## src/rtl/af_pkg.sv

```systemverilog
// Analog front end package with widths, sample types and register map

package af_pkg;

  //////////////////////////////////////////////////
  // Datapath widths and sample types
  //////////////////////////////////////////////////

  localparam int unsigned ADC_RAW_W = 16;   // Raw ADC pin word
  localparam int unsigned SMP_W     = 14;   // Converted sample

  typedef logic        [ADC_RAW_W-1:0] raw_t;       // Unsigned, negative slope
  typedef logic signed [SMP_W-1:0]     sample_t;    // Two's complement
  typedef logic        [SMP_W-1:0]     dac_word_t;  // Offset, negative slope

  //////////////////////////////////////////////////
  // System bus
  //////////////////////////////////////////////////

  localparam int unsigned SYS_AW = 20;
  localparam int unsigned SYS_DW = 32;

  typedef logic [SYS_AW-1:0] sys_addr_t;
  typedef logic [SYS_DW-1:0] sys_data_t;

  // Register byte offsets
  localparam sys_addr_t REG_ID   = 20'h00000;
  localparam sys_addr_t REG_CTRL = 20'h00004;
  localparam sys_addr_t REG_STAT = 20'h00008;

  // Control register bits
  localparam int unsigned CTRL_LOOP = 0;  // Digital loopback
  localparam int unsigned CTRL_AVG  = 1;  // Channel A averaging

  // Design identification word
  localparam sys_data_t AF_ID = 32'hAF01_0001;

endpackage : af_pkg

```

## src/rtl/adc_frontend.sv

```systemverilog
// ADC input registers with negative slope conversion and loopback select
`timescale 1ns/100ps

module adc_frontend (
  input  logic            adc_clk,
  input  logic            adc_rstn,
  input  af_pkg::raw_t    adc_a_i,
  input  af_pkg::raw_t    adc_b_i,
  input  logic            loop_i,     // Replace ADC with mix
  input  af_pkg::sample_t sum_a_i,
  input  af_pkg::sample_t sum_b_i,
  output af_pkg::sample_t adc_a_o,
  output af_pkg::sample_t adc_b_o
);

  import af_pkg::*;

  logic [SMP_W-1:0] raw_a_q, raw_b_q;   // Upper bits of the pin words
  sample_t          cnv_a, cnv_b;       // Two's complement samples

  // Input registers, two low bits reserved on the 16 bit bus
  always_ff @(posedge adc_clk) begin
    if (!adc_rstn) begin
      raw_a_q <= '0;
      raw_b_q <= '0;
    end else begin
      raw_a_q <= adc_a_i[ADC_RAW_W-1 -: SMP_W];
      raw_b_q <= adc_b_i[ADC_RAW_W-1 -: SMP_W];
    end
  end

  // Negative slope to two's complement
  // MSB kept, magnitude bits inverted
  assign cnv_a = sample_t'({raw_a_q[SMP_W-1], ~raw_a_q[SMP_W-2:0]});
  assign cnv_b = sample_t'({raw_b_q[SMP_W-1], ~raw_b_q[SMP_W-2:0]});

  // Loopback bypasses the ADC registers
  assign adc_a_o = loop_i ? sum_a_i : cnv_a;
  assign adc_b_o = loop_i ? sum_b_i : cnv_b;

endmodule : adc_frontend

```

## src/rtl/dac_mixer.sv

```systemverilog
// Generator plus feedback adder with 14 bit saturation per channel
`timescale 1ns/100ps

module dac_mixer (
  input  af_pkg::sample_t gen_a_i,
  input  af_pkg::sample_t gen_b_i,
  input  af_pkg::sample_t fb_a_i,
  input  af_pkg::sample_t fb_b_i,
  output af_pkg::sample_t sum_a_o,
  output af_pkg::sample_t sum_b_o,
  output logic            clamp_a_o,  // High while A saturates
  output logic            clamp_b_o   // High while B saturates
);

  import af_pkg::*;

  // Saturation limits, 8191 and -8192
  localparam sample_t SMP_MAX = sample_t'((1 << (SMP_W-1)) - 1);
  localparam sample_t SMP_MIN = ~SMP_MAX;

  logic signed [SMP_W:0] wide_a, wide_b;  // One guard bit

  //////////////////////////////////////////////////
  // Full precision sums
  //////////////////////////////////////////////////

  assign wide_a = gen_a_i + fb_a_i;   // Signed operands extend
  assign wide_b = gen_b_i + fb_b_i;

  //////////////////////////////////////////////////
  // Overflow detect and clamp
  //////////////////////////////////////////////////

  // Guard bit differs from sign bit on overflow
  assign clamp_a_o = wide_a[SMP_W] ^ wide_a[SMP_W-1];
  assign clamp_b_o = wide_b[SMP_W] ^ wide_b[SMP_W-1];

  always_comb begin
    if (clamp_a_o) begin
      sum_a_o = wide_a[SMP_W] ? SMP_MIN : SMP_MAX;  // Sign of true sum
    end else begin
      sum_a_o = wide_a[SMP_W-1:0];
    end
    if (clamp_b_o) begin
      sum_b_o = wide_b[SMP_W] ? SMP_MIN : SMP_MAX;
    end else begin
      sum_b_o = wide_b[SMP_W-1:0];
    end
  end

endmodule : dac_mixer

```

## src/rtl/dac_avg_filter.sv

```systemverilog
// Moving average over a power of two window using a running sum
`timescale 1ns/100ps

module dac_avg_filter #(
  parameter int unsigned AVG_LOG2 = 6   // Window of 2^AVG_LOG2 samples
)(
  input  logic            adc_clk,
  input  logic            adc_rstn,
  input  af_pkg::sample_t smp_i,
  output af_pkg::sample_t avg_o
);

  import af_pkg::*;

  localparam int unsigned DEPTH = 1 << AVG_LOG2;
  localparam int unsigned SUM_W = SMP_W + AVG_LOG2;   // Room for full window

  sample_t                 hist [DEPTH];  // Sample ring
  logic [AVG_LOG2-1:0]     wr_ptr;        // Oldest entry, overwritten next
  logic                    full_q;        // Ring holds a whole window
  sample_t                 oldest;
  logic signed [SUM_W-1:0] smp_ext, old_ext;
  logic signed [SUM_W-1:0] sum_q;
  logic signed [SUM_W-1:0] sum_shr;

  //////////////////////////////////////////////////
  // History ring
  //////////////////////////////////////////////////

  always_ff @(posedge adc_clk) begin
    hist[wr_ptr] <= smp_i;
  end

  // Entries not yet written count as zero
  assign oldest  = full_q ? hist[wr_ptr] : sample_t'(0);
  assign smp_ext = smp_i;     // Sign extended
  assign old_ext = oldest;

  //////////////////////////////////////////////////
  // Running sum
  //////////////////////////////////////////////////

  always_ff @(posedge adc_clk) begin
    if (!adc_rstn) begin
      wr_ptr <= '0;
      full_q <= 1'b0;
      sum_q  <= '0;
    end else begin
      wr_ptr <= wr_ptr + 1'b1;                       // Wraps at DEPTH
      sum_q  <= sum_q + smp_ext - old_ext;           // New in, oldest out
      if (wr_ptr == AVG_LOG2'(DEPTH - 1)) begin
        full_q <= 1'b1;
      end
    end
  end

  // Floor division by the window length
  assign sum_shr = sum_q >>> AVG_LOG2;
  assign avg_o   = sum_shr[SMP_W-1:0];   // Mean always fits a sample

endmodule : dac_avg_filter

```

## src/rtl/dac_output.sv

```systemverilog
// DAC output registers with filter bypass and offset negative slope format
`timescale 1ns/100ps

module dac_output (
  input  logic              adc_clk,
  input  logic              adc_rstn,
  input  logic              avg_i,      // Use filtered channel A
  input  af_pkg::sample_t   sum_a_i,    // Channel A direct mix
  input  af_pkg::sample_t   avg_a_i,    // Channel A averaged
  input  af_pkg::sample_t   sum_b_i,
  output af_pkg::dac_word_t dac_a_o,
  output af_pkg::dac_word_t dac_b_o
);

  import af_pkg::*;

  sample_t dac_a_sel;

  //////////////////////////////////////////////////
  // Channel A source select
  //////////////////////////////////////////////////

  assign dac_a_sel = avg_i ? avg_a_i : sum_a_i;

  //////////////////////////////////////////////////
  // Output registers
  //////////////////////////////////////////////////

  // Two's complement to offset with negative slope
  // Sign kept, lower bits inverted
  always_ff @(posedge adc_clk) begin
    if (!adc_rstn) begin
      dac_a_o <= '0;
      dac_b_o <= '0;
    end else begin
      dac_a_o <= {dac_a_sel[SMP_W-1], ~dac_a_sel[SMP_W-2:0]};
      dac_b_o <= {sum_b_i[SMP_W-1], ~sum_b_i[SMP_W-2:0]};    // Never filtered
    end
  end

endmodule : dac_output

```

## src/rtl/af_regs.sv

```systemverilog
// Register block with ID, control bits and sticky saturation status
`timescale 1ns/100ps

module af_regs (
  input  logic              adc_clk,
  input  logic              adc_rstn,
  // System bus
  input  af_pkg::sys_addr_t sys_addr_i,
  input  af_pkg::sys_data_t sys_wdata_i,
  input  logic              sys_wen_i,
  input  logic              sys_ren_i,
  // Saturation levels from the mixer
  input  logic              clamp_a_i,
  input  logic              clamp_b_i,
  output af_pkg::sys_data_t sys_rdata_o,
  output logic              sys_ack_o,
  output logic              sys_err_o,
  // Control levels
  output logic              loop_o,
  output logic              avg_o
);

  import af_pkg::*;

  localparam int unsigned STAT_W = 2;   // Bit 0 channel A, bit 1 channel B

  logic              hit_id, hit_ctrl, hit_stat;
  logic              strobe;             // Any bus access
  logic [STAT_W-1:0] stat_q;             // Sticky clamp flags
  logic [STAT_W-1:0] stat_clr;           // Write one to clear
  sys_data_t         ctrl_word;
  sys_data_t         stat_word;
  sys_data_t         rdata_d;

  //////////////////////////////////////////////////
  // Address decode
  //////////////////////////////////////////////////

  assign hit_id   = (sys_addr_i == REG_ID  );
  assign hit_ctrl = (sys_addr_i == REG_CTRL);
  assign hit_stat = (sys_addr_i == REG_STAT);
  assign strobe   = sys_wen_i | sys_ren_i;

  //////////////////////////////////////////////////
  // Control and status registers
  //////////////////////////////////////////////////

  always_ff @(posedge adc_clk) begin
    if (!adc_rstn) begin
      loop_o <= 1'b0;
      avg_o  <= 1'b0;
    end else if (sys_wen_i && hit_ctrl) begin
      loop_o <= sys_wdata_i[CTRL_LOOP];
      avg_o  <= sys_wdata_i[CTRL_AVG];
    end
  end

  assign stat_clr = (sys_wen_i && hit_stat) ? sys_wdata_i[STAT_W-1:0] : '0;

  always_ff @(posedge adc_clk) begin
    if (!adc_rstn) begin
      stat_q <= '0;
    end else begin
      stat_q <= (stat_q & ~stat_clr) | {clamp_b_i, clamp_a_i};  // Set beats clear
    end
  end

  //////////////////////////////////////////////////
  // Read mux and bus response
  //////////////////////////////////////////////////

  always_comb begin
    ctrl_word            = '0;
    ctrl_word[CTRL_LOOP] = loop_o;
    ctrl_word[CTRL_AVG]  = avg_o;
    stat_word             = '0;
    stat_word[STAT_W-1:0] = stat_q;
    unique case (1'b1)
      hit_id:   rdata_d = AF_ID;
      hit_ctrl: rdata_d = ctrl_word;
      hit_stat: rdata_d = stat_word;
      default:  rdata_d = '0;       // Unmapped reads as zero
    endcase
  end

  always_ff @(posedge adc_clk) begin
    if (sys_ren_i) begin
      sys_rdata_o <= rdata_d;       // Valid with the ack
    end
  end

  always_ff @(posedge adc_clk) begin
    if (!adc_rstn) begin
      sys_ack_o <= 1'b0;
      sys_err_o <= 1'b0;
    end else begin
      sys_ack_o <= strobe;                                        // One cycle after strobe
      sys_err_o <= strobe && !(hit_id || hit_ctrl || hit_stat);   // Unmapped address
    end
  end

endmodule : af_regs

```

## src/rtl/af_top.sv

```systemverilog
// Analog front end top level connecting ADC, mixer, filter, DAC and registers
`timescale 1ns/100ps

module af_top #(
  parameter int unsigned AVG_LOG2 = 6   // Filter window is 2^AVG_LOG2
)(
  input  logic              adc_clk,
  input  logic              adc_rstn,
  // ADC pins
  input  af_pkg::raw_t      adc_a_i,
  input  af_pkg::raw_t      adc_b_i,
  // Generator and feedback samples
  input  af_pkg::sample_t   gen_a_i,
  input  af_pkg::sample_t   gen_b_i,
  input  af_pkg::sample_t   fb_a_i,
  input  af_pkg::sample_t   fb_b_i,
  // Converted ADC samples
  output af_pkg::sample_t   adc_a_o,
  output af_pkg::sample_t   adc_b_o,
  // DAC pins
  output af_pkg::dac_word_t dac_a_o,
  output af_pkg::dac_word_t dac_b_o,
  // System bus
  input  af_pkg::sys_addr_t sys_addr_i,
  input  af_pkg::sys_data_t sys_wdata_i,
  input  logic              sys_wen_i,
  input  logic              sys_ren_i,
  output af_pkg::sys_data_t sys_rdata_o,
  output logic              sys_ack_o,
  output logic              sys_err_o
);

  import af_pkg::*;

  //////////////////////////////////////////////////
  // Internal nets
  //////////////////////////////////////////////////

  logic    loop;              // Loopback enable
  logic    avg;               // Averaging enable
  sample_t sum_a, sum_b;      // Saturated mix
  logic    clamp_a, clamp_b;  // Saturation levels
  sample_t avg_a;             // Filtered channel A

  //////////////////////////////////////////////////
  // Register block
  //////////////////////////////////////////////////

  af_regs i_regs (
    .adc_clk     (adc_clk    ),
    .adc_rstn    (adc_rstn   ),
    .sys_addr_i  (sys_addr_i ),
    .sys_wdata_i (sys_wdata_i),
    .sys_wen_i   (sys_wen_i  ),
    .sys_ren_i   (sys_ren_i  ),
    .clamp_a_i   (clamp_a    ),
    .clamp_b_i   (clamp_b    ),
    .sys_rdata_o (sys_rdata_o),
    .sys_ack_o   (sys_ack_o  ),
    .sys_err_o   (sys_err_o  ),
    .loop_o      (loop       ),
    .avg_o       (avg        )
  );

  //////////////////////////////////////////////////
  // Datapath
  //////////////////////////////////////////////////

  adc_frontend i_adc (
    .adc_clk  (adc_clk ),
    .adc_rstn (adc_rstn),
    .adc_a_i  (adc_a_i ),
    .adc_b_i  (adc_b_i ),
    .loop_i   (loop    ),
    .sum_a_i  (sum_a   ),   // Loopback source
    .sum_b_i  (sum_b   ),
    .adc_a_o  (adc_a_o ),
    .adc_b_o  (adc_b_o )
  );

  dac_mixer i_mix (
    .gen_a_i   (gen_a_i),
    .gen_b_i   (gen_b_i),
    .fb_a_i    (fb_a_i ),
    .fb_b_i    (fb_b_i ),
    .sum_a_o   (sum_a  ),
    .sum_b_o   (sum_b  ),
    .clamp_a_o (clamp_a),
    .clamp_b_o (clamp_b)
  );

  dac_avg_filter #(.AVG_LOG2 (AVG_LOG2)) i_avg (
    .adc_clk  (adc_clk ),
    .adc_rstn (adc_rstn),
    .smp_i    (sum_a   ),   // Channel A only
    .avg_o    (avg_a   )
  );

  dac_output i_dac (
    .adc_clk  (adc_clk ),
    .adc_rstn (adc_rstn),
    .avg_i    (avg     ),
    .sum_a_i  (sum_a   ),
    .avg_a_i  (avg_a   ),
    .sum_b_i  (sum_b   ),
    .dac_a_o  (dac_a_o ),
    .dac_b_o  (dac_b_o )
  );

endmodule : af_top

```

## config.mk

```make
export PLATFORM = sky130hd
export DESIGN_NAME = af_top
export DESIGN_NICKNAME = d
export VERILOG_FILES = /design/src/rtl/af_pkg.sv /design/src/rtl/adc_frontend.sv /design/src/rtl/dac_mixer.sv /design/src/rtl/dac_avg_filter.sv /design/src/rtl/dac_output.sv /design/src/rtl/af_regs.sv /design/src/rtl/af_top.sv
export SDC_FILE = /design/constraint.sdc
export NUM_CORES = 1
export LEC_CHECK = 0
export BUFFER_PORTS_ARGS = -buffer_cell sky130_fd_sc_hd__clkbuf_2
export CORE_MARGIN = 5
export CORE_UTILIZATION = 30
export CTS_CLUSTER_DIAMETER = 30
export DETAILED_ROUTE_END_ITERATION = 16
export GPL_TIMING_DRIVEN = 0
export HOLD_SLACK_MARGIN = 0.1
export PLACE_DENSITY = 0.47
export SYNTH_ARGS = -nofsm -noshare
export SYNTH_HDL_FRONTEND = slang
export SYNTH_SLANG_ARGS = --single-unit
```

## constraint.sdc

```tcl
create_clock -name adc_clk -period 12.8 [get_ports adc_clk]
set_input_delay 2.56 -clock adc_clk [delete_from_list [all_inputs] [get_ports adc_clk]]
set_output_delay 2.56 -clock adc_clk [all_outputs]
set_load 0.1 [all_outputs]
```

* Word-level counts from Yosys, hierarchy flattened *
Memories as Yosys holds them, arrays and structs flattened. A register that Yosys moved wholly into a read port is not among the register bits.
Cells that the tools add are included.

storage, ports and cells
  flip-flop bits (word level) = 121
  bits in latches = 0
  memory bits (writable) = 896
  bits in read-only memories = 0
  input bits = 144
  output and inout port bits = 90
  word-level logic and storage cells = 50
  memories = 1

operators by class
  add/sub/neg operators = 5
  $mul = 0
  divide/modulo/power cells = 0
  $lt $le $gt $ge = 0
  equality and inequality tests = 3
  shift operators = 0
  multiplexer cells = 11
  bitwise operators = 10
  reductions and logical operators = 7

memories
  memory      depth  bits a word  read ports  clocked after memory_dff  wr ports  RTL line              source
  i_avg.hist  64     14           1           1                         1         dac_avg_filter.sv:18  sample_t hist [DEPTH];

operator list
  operator             count
  $mux 14              8
  $pmux 32 s3          1
  $not 13->13          4
  $add 14x14->15       2
  $add 20x14->20       1
  $eq 20x3->1 const B  1
  $eq 20x4->1 const B  1
  $logic_not 20->1     1
  $sub 20x14->20       1
  $add 6x1->6 const B  1
  $eq 6x6->1 const B   1
  $mux 6               1
  $logic_and 1x1->1    3
  $and 2x2->2          1
  $logic_or 1x1->1     2
  $mux 2               1
  $not 2->2            1
  $or 2x2->2           1
  $xor 1x1->1          2
  $logic_not 1->1      1
  $or 1x1->1           1

* Longest topological paths before layout *
  depth in word-level cells = 6
  gate-level depth with buffers = 24
  mapped depth without buffers = 23

* Cells and area by module *
From an unflattened synthesis, not the netlist that was laid out.

second synthesis, totals
  cells, all modules = 2,787
  area total of the unflattened synthesis = 42,200.5 µm²

by module, submodules not included
  module          times used  cells an instance  area each (µm²)  sequential area each (µm²)
  dac_avg_filter  1           2,190              37,314.5         27,446.3
  dac_mixer       1           328                2,232.1          0.0
  adc_frontend    1           118                1,066.0          560.5
  dac_output      1           74                 914.6            560.5
  af_regs         1           77                 673.1            210.2

* Worst setup path before layout *
OpenSTA, ideal clock, no wires.

  path kind = input to output
  from = input gen_a_i[0]
  to = output adc_a_o[1]
  data arrival time = 9.383 ns
  slack = 0.857 ns
  stages = 14
  buffers on the path = 1
  path through = ha_1 -> inv_1 -> fa_1 -> nand2b_1 -> a21o_1 -> a211oi_1 -> o21a_1 -> nand2b_1 -> ha_1 -> clkbuf_1 -> inv_1 -> o21ai_0 -> inv_1 -> mux2i_1

between the ends
  cells in the longest elaborated chain, start to end = 4

ends and longest elaborated chain
  what                                           RTL line                          source
  start, declared                                af_top.sv:13                      input af_pkg::sample_t gen_a_i,
  $add 14x14->15 (*)                             dac_mixer.sv:27                   assign wide_a = gen_a_i + fb_a_i;
  $mux 14 / $xor 1x1->1 (equally long branches)  dac_mixer.sv:40, dac_mixer.sv:35
  $mux 14 (*)                                    dac_mixer.sv:39                   if (clamp_a_o) begin
  via i_adc.sum_a_i[1]                           adc_frontend.sv:10                input af_pkg::sample_t sum_a_i,
  $mux 14 (*)                                    adc_frontend.sv:38                assign adc_a_o = loop_i ? sum_a_i : cnv_a;
  end, declared                                  af_top.sv:18                      output af_pkg::sample_t adc_a_o,

The timed path passes the listed nets; every way through them passes the cells marked *.

* Final worst setup path *
  from = input gen_a_i[1]
  to = output adc_a_o[10]

Same word-level chain as after synthesis.

==> impl_metrics.toml <==
[timing]
setup_viol = 0
tightest_slew_ns = 1.52
max_freq_ghz = 0.0981
period_share_pct = 79.6
slew_headroom_pct = -2.39
fin_crit_ns = 10.19
fin_skew_ns = 0.0488
holdWs_ns = 0.523
layout_setup_ws_ns = 2.61
rsz0062_at_grt = "no"
final_max_slew_viol_count = 3
hold_viol = 0

[setup_path]
cp_num_buf_inv = 5
slowest_stage = "o31ai_4"
reg2reg_depth = 20
crit_required_ns = 10.24
crit_family = "compound AO/OA/AOI/OAI gates"
crit_cells = 16
critical_path_peak_fanout = 17
crit_path_start_kind = "input pin"
end_kind = "primary output"
cp_slowest_stage_delay_ns = 0.92
cp.arrival_ns = 7.63
path_cells = "clkbuf_2 -> ha_1 -> a21oi_1 -> o2111ai_1 -> a41oi_1 -> nor2_1 -> a211o_1 -> xnor2_1 -> ha_1 -> clkbuf_1 -> inv_1 -> o31ai_4 -> buf_8 -> nor2_1 -> a21oi_1 -> clkbuf_2"
setup.worst_path.class = "input pin to primary output"

[global_route]
antenna_found_initial = 4
grtUsageTotal_pct = 22.8
grt_pass1_wl_um = 224000
grt_overflow_total = 0
grt_start_max_net_pins = 68
grt_pass1_vias = 27300

[clocking]
postCtsResizedCells = 0
root_buffer = "clkbuf_16"
numClockSinks = 988
hold_buffers = 0
clk_latency_ns = 0.80
clk_path_buf_depth = 3
clk_pin_slew_ns = 0.05
cts_tree = "done"
cts_made_buffers = 202
htreeDepth = 4
post-cts-setup-buffer-count = 0

[routing]
via_per_inst = 5.49
wl_met3_um = 15700
wire_per_inst_um = 33.0
highest_layer = "met4"
via_count = 27500
drtAntennaViolNets = 0
drc = 0
routed-wl-met2_um = 74300
wirelength_met1_um = 68200
dr.pass1.iters = 7
drt_first_iter_violations = 3154
routed_wl_um = 165000

[yosys]
seq_area_frac_synth_pct = 71.1
synthDistinctLibCells = 71
synth_cells = 2577
ys_ff_latch = 988
synth-edff-count = 899
async_reset_ff_share_pct = 0
synth_flop_cell = "edfxtp_1"
avgSynthCellArea_um2 = 15.7
synth_warnings = 0
synthesis.area_mm2 = 0.0405

[finish]
fillers = 12500
multi_input_area_mm2 = 0.0109
seq_area_mm2 = 0.0288
drive_gt1_share_pct = 28.0
nets = 3278
final_common_cell = "edfxtp_1"
final_cell_mix = "edfxtp_1 (899), clkbuf_16 (205), clkbuf_2 (176), nor2_1 (155), a22oi_1 (129)"
area_growth_pct = 30.2

[floorplanning]
die-area_mm2 = 0.142
fp.dieH_um = 377
io_pins = 234
initial_core_util_pct = 30.3
fp.dieW_um = 377
core_area_mm2 = 0.134
num_rows = 134

[status]
status = "finished with violations"
violations = "capacitance limit, slew limit"

[pwr]
ir_drop_uv = 126
p_leak_nw = 18.2
power.density_mw_per_mm2 = 223

[placed_design]
numPortBuffers = 176
place_congestion = 0.931
dp_slack_ns = 2.55
dp_hpwl_um = 115000

[hold_path]
min_path_type = "flip-flop to flip-flop"
hold_path_depth = 1

[run]
cap_violations = 2
[sequential cells by signal (all words and copies together), names as in the netlist]
signal / count
i_avg.hist: 896
i_avg.sum_q: 20
i_adc.raw_a_q: 14
i_adc.raw_b_q: 14
i_dac.dac_a_o: 14
i_dac.dac_b_o: 14
i_avg.wr_ptr: 6
i_regs.sys_rdata_o: 3
i_regs.stat_q: 2
i_avg.full_q: 1
i_regs.avg_o: 1
i_regs.loop_o: 1
i_regs.sys_ack_o: 1
i_regs.sys_err_o: 1
[cell usage after synthesis (47+ instances only)]
| cell | count | share of area (%) |
|---|---|---|
| inv_1 | 53 | 0.49 |
| nor2_1 | 219 | 2.0 |
| ha_1 | 51 | 1.6 |
| clkbuf_1 | 72 | 0.67 |
| a221oi_1 | 78 | 1.7 |
| mux2i_1 | 88 | 2.2 |
| mux2_2 | 72 | 2.0 |
| nand2_1 | 60 | 0.56 |
| mux4_2 | 57 | 3.2 |
| dfxtp_1 | 89 | 4.4 |
| and2_1 | 49 | 0.76 |
| a21oi_1 | 125 | 1.5 |
| buf_4 | 47 | 0.87 |
| o21ai_0 | 55 | 0.68 |
| a22oi_1 | 129 | 2.4 |
| edfxtp_1 | 899 | 67 |
[power breakdown]
| part | switching, mW | leakage (nW) | internal, mW |
|---|---|---|---|
| Combinational | 1.64 | 5.95 | 0.662 |
| Sequential | 0.0367 | 8.85 | 3.99 |
| Clock | 1.84 | 3.42 | 3.57 |
[final timing paths]
kind | startpoint | endpoint | slack [ns]
setup / recovery | gen_a_i[1] | adc_a_o[10] | 2.61
hold / removal | i_avg.sum_q[15] | i_dac.dac_a_o[9] | 0.52
setup reg to reg | i_avg.wr_ptr[1] | i_avg.sum_q[18] | 4.71
hold reg to reg | i_avg.sum_q[15] | i_dac.dac_a_o[9] | 0.52
[cells by family after synthesis]
group                      synth area share [%]
and+or+nand+nor                            4.99
buffers and inverters                      2.81
DFF                                        71.1
AOI/OAI and AO/OA                          10.3
xor gates and xnor gates                  0.844
adders and majority gates                  2.61
muxes                                      7.35
other                                   0.00926
[worst register-to-register path: cells and delay by family (launching register included)]
kind	cells	cell delay (ns)
buffers and inverters	5	2.04
AND/OR/NAND/NOR	3	1.36
adder cells (fa/ha/maj)	3	1.03
AO/OA/AOI/OAI	7	2.17
multiplexers	2	0.86
flip-flops	1	0.50
[through the flow]
stage	cells	instance area (µm²)	power, mW	setup TNS (ns)	util (%)
global placement	4543	43700	6.29	-468.86	32.6
global route	5007	52700	12.1	0	39.4
finish	5010	52700	11.7	0	39.4
detailed placement	4625	45600	6.37	0	34.1
floorplan	2599	40600	5.45	0	-
CTS	5006	52700	11.8	0	39.4
[layout make-up]
type	count	area share, %
clock inverters	145	3.45
well taps	1768	4.19
clock buffers	236	10.0
repair buffers	259	4.84
diodes	3	0.0142
plain buffers	177	1.77
inverters	54	0.384
multi-input cells	1380	20.7
flip-flops and latches	988	54.6
[per-layer routing]
metal / vias to the layer above / GRT usage [%]
met5: - / 0
met4: 0 / 10.1
met3: 329 / 5.71
met2: 1667 / 35.3
met1: 14300 / 30.6
li1: 11200 / -
Note: power is estimated with default switching activity, not from simulation.
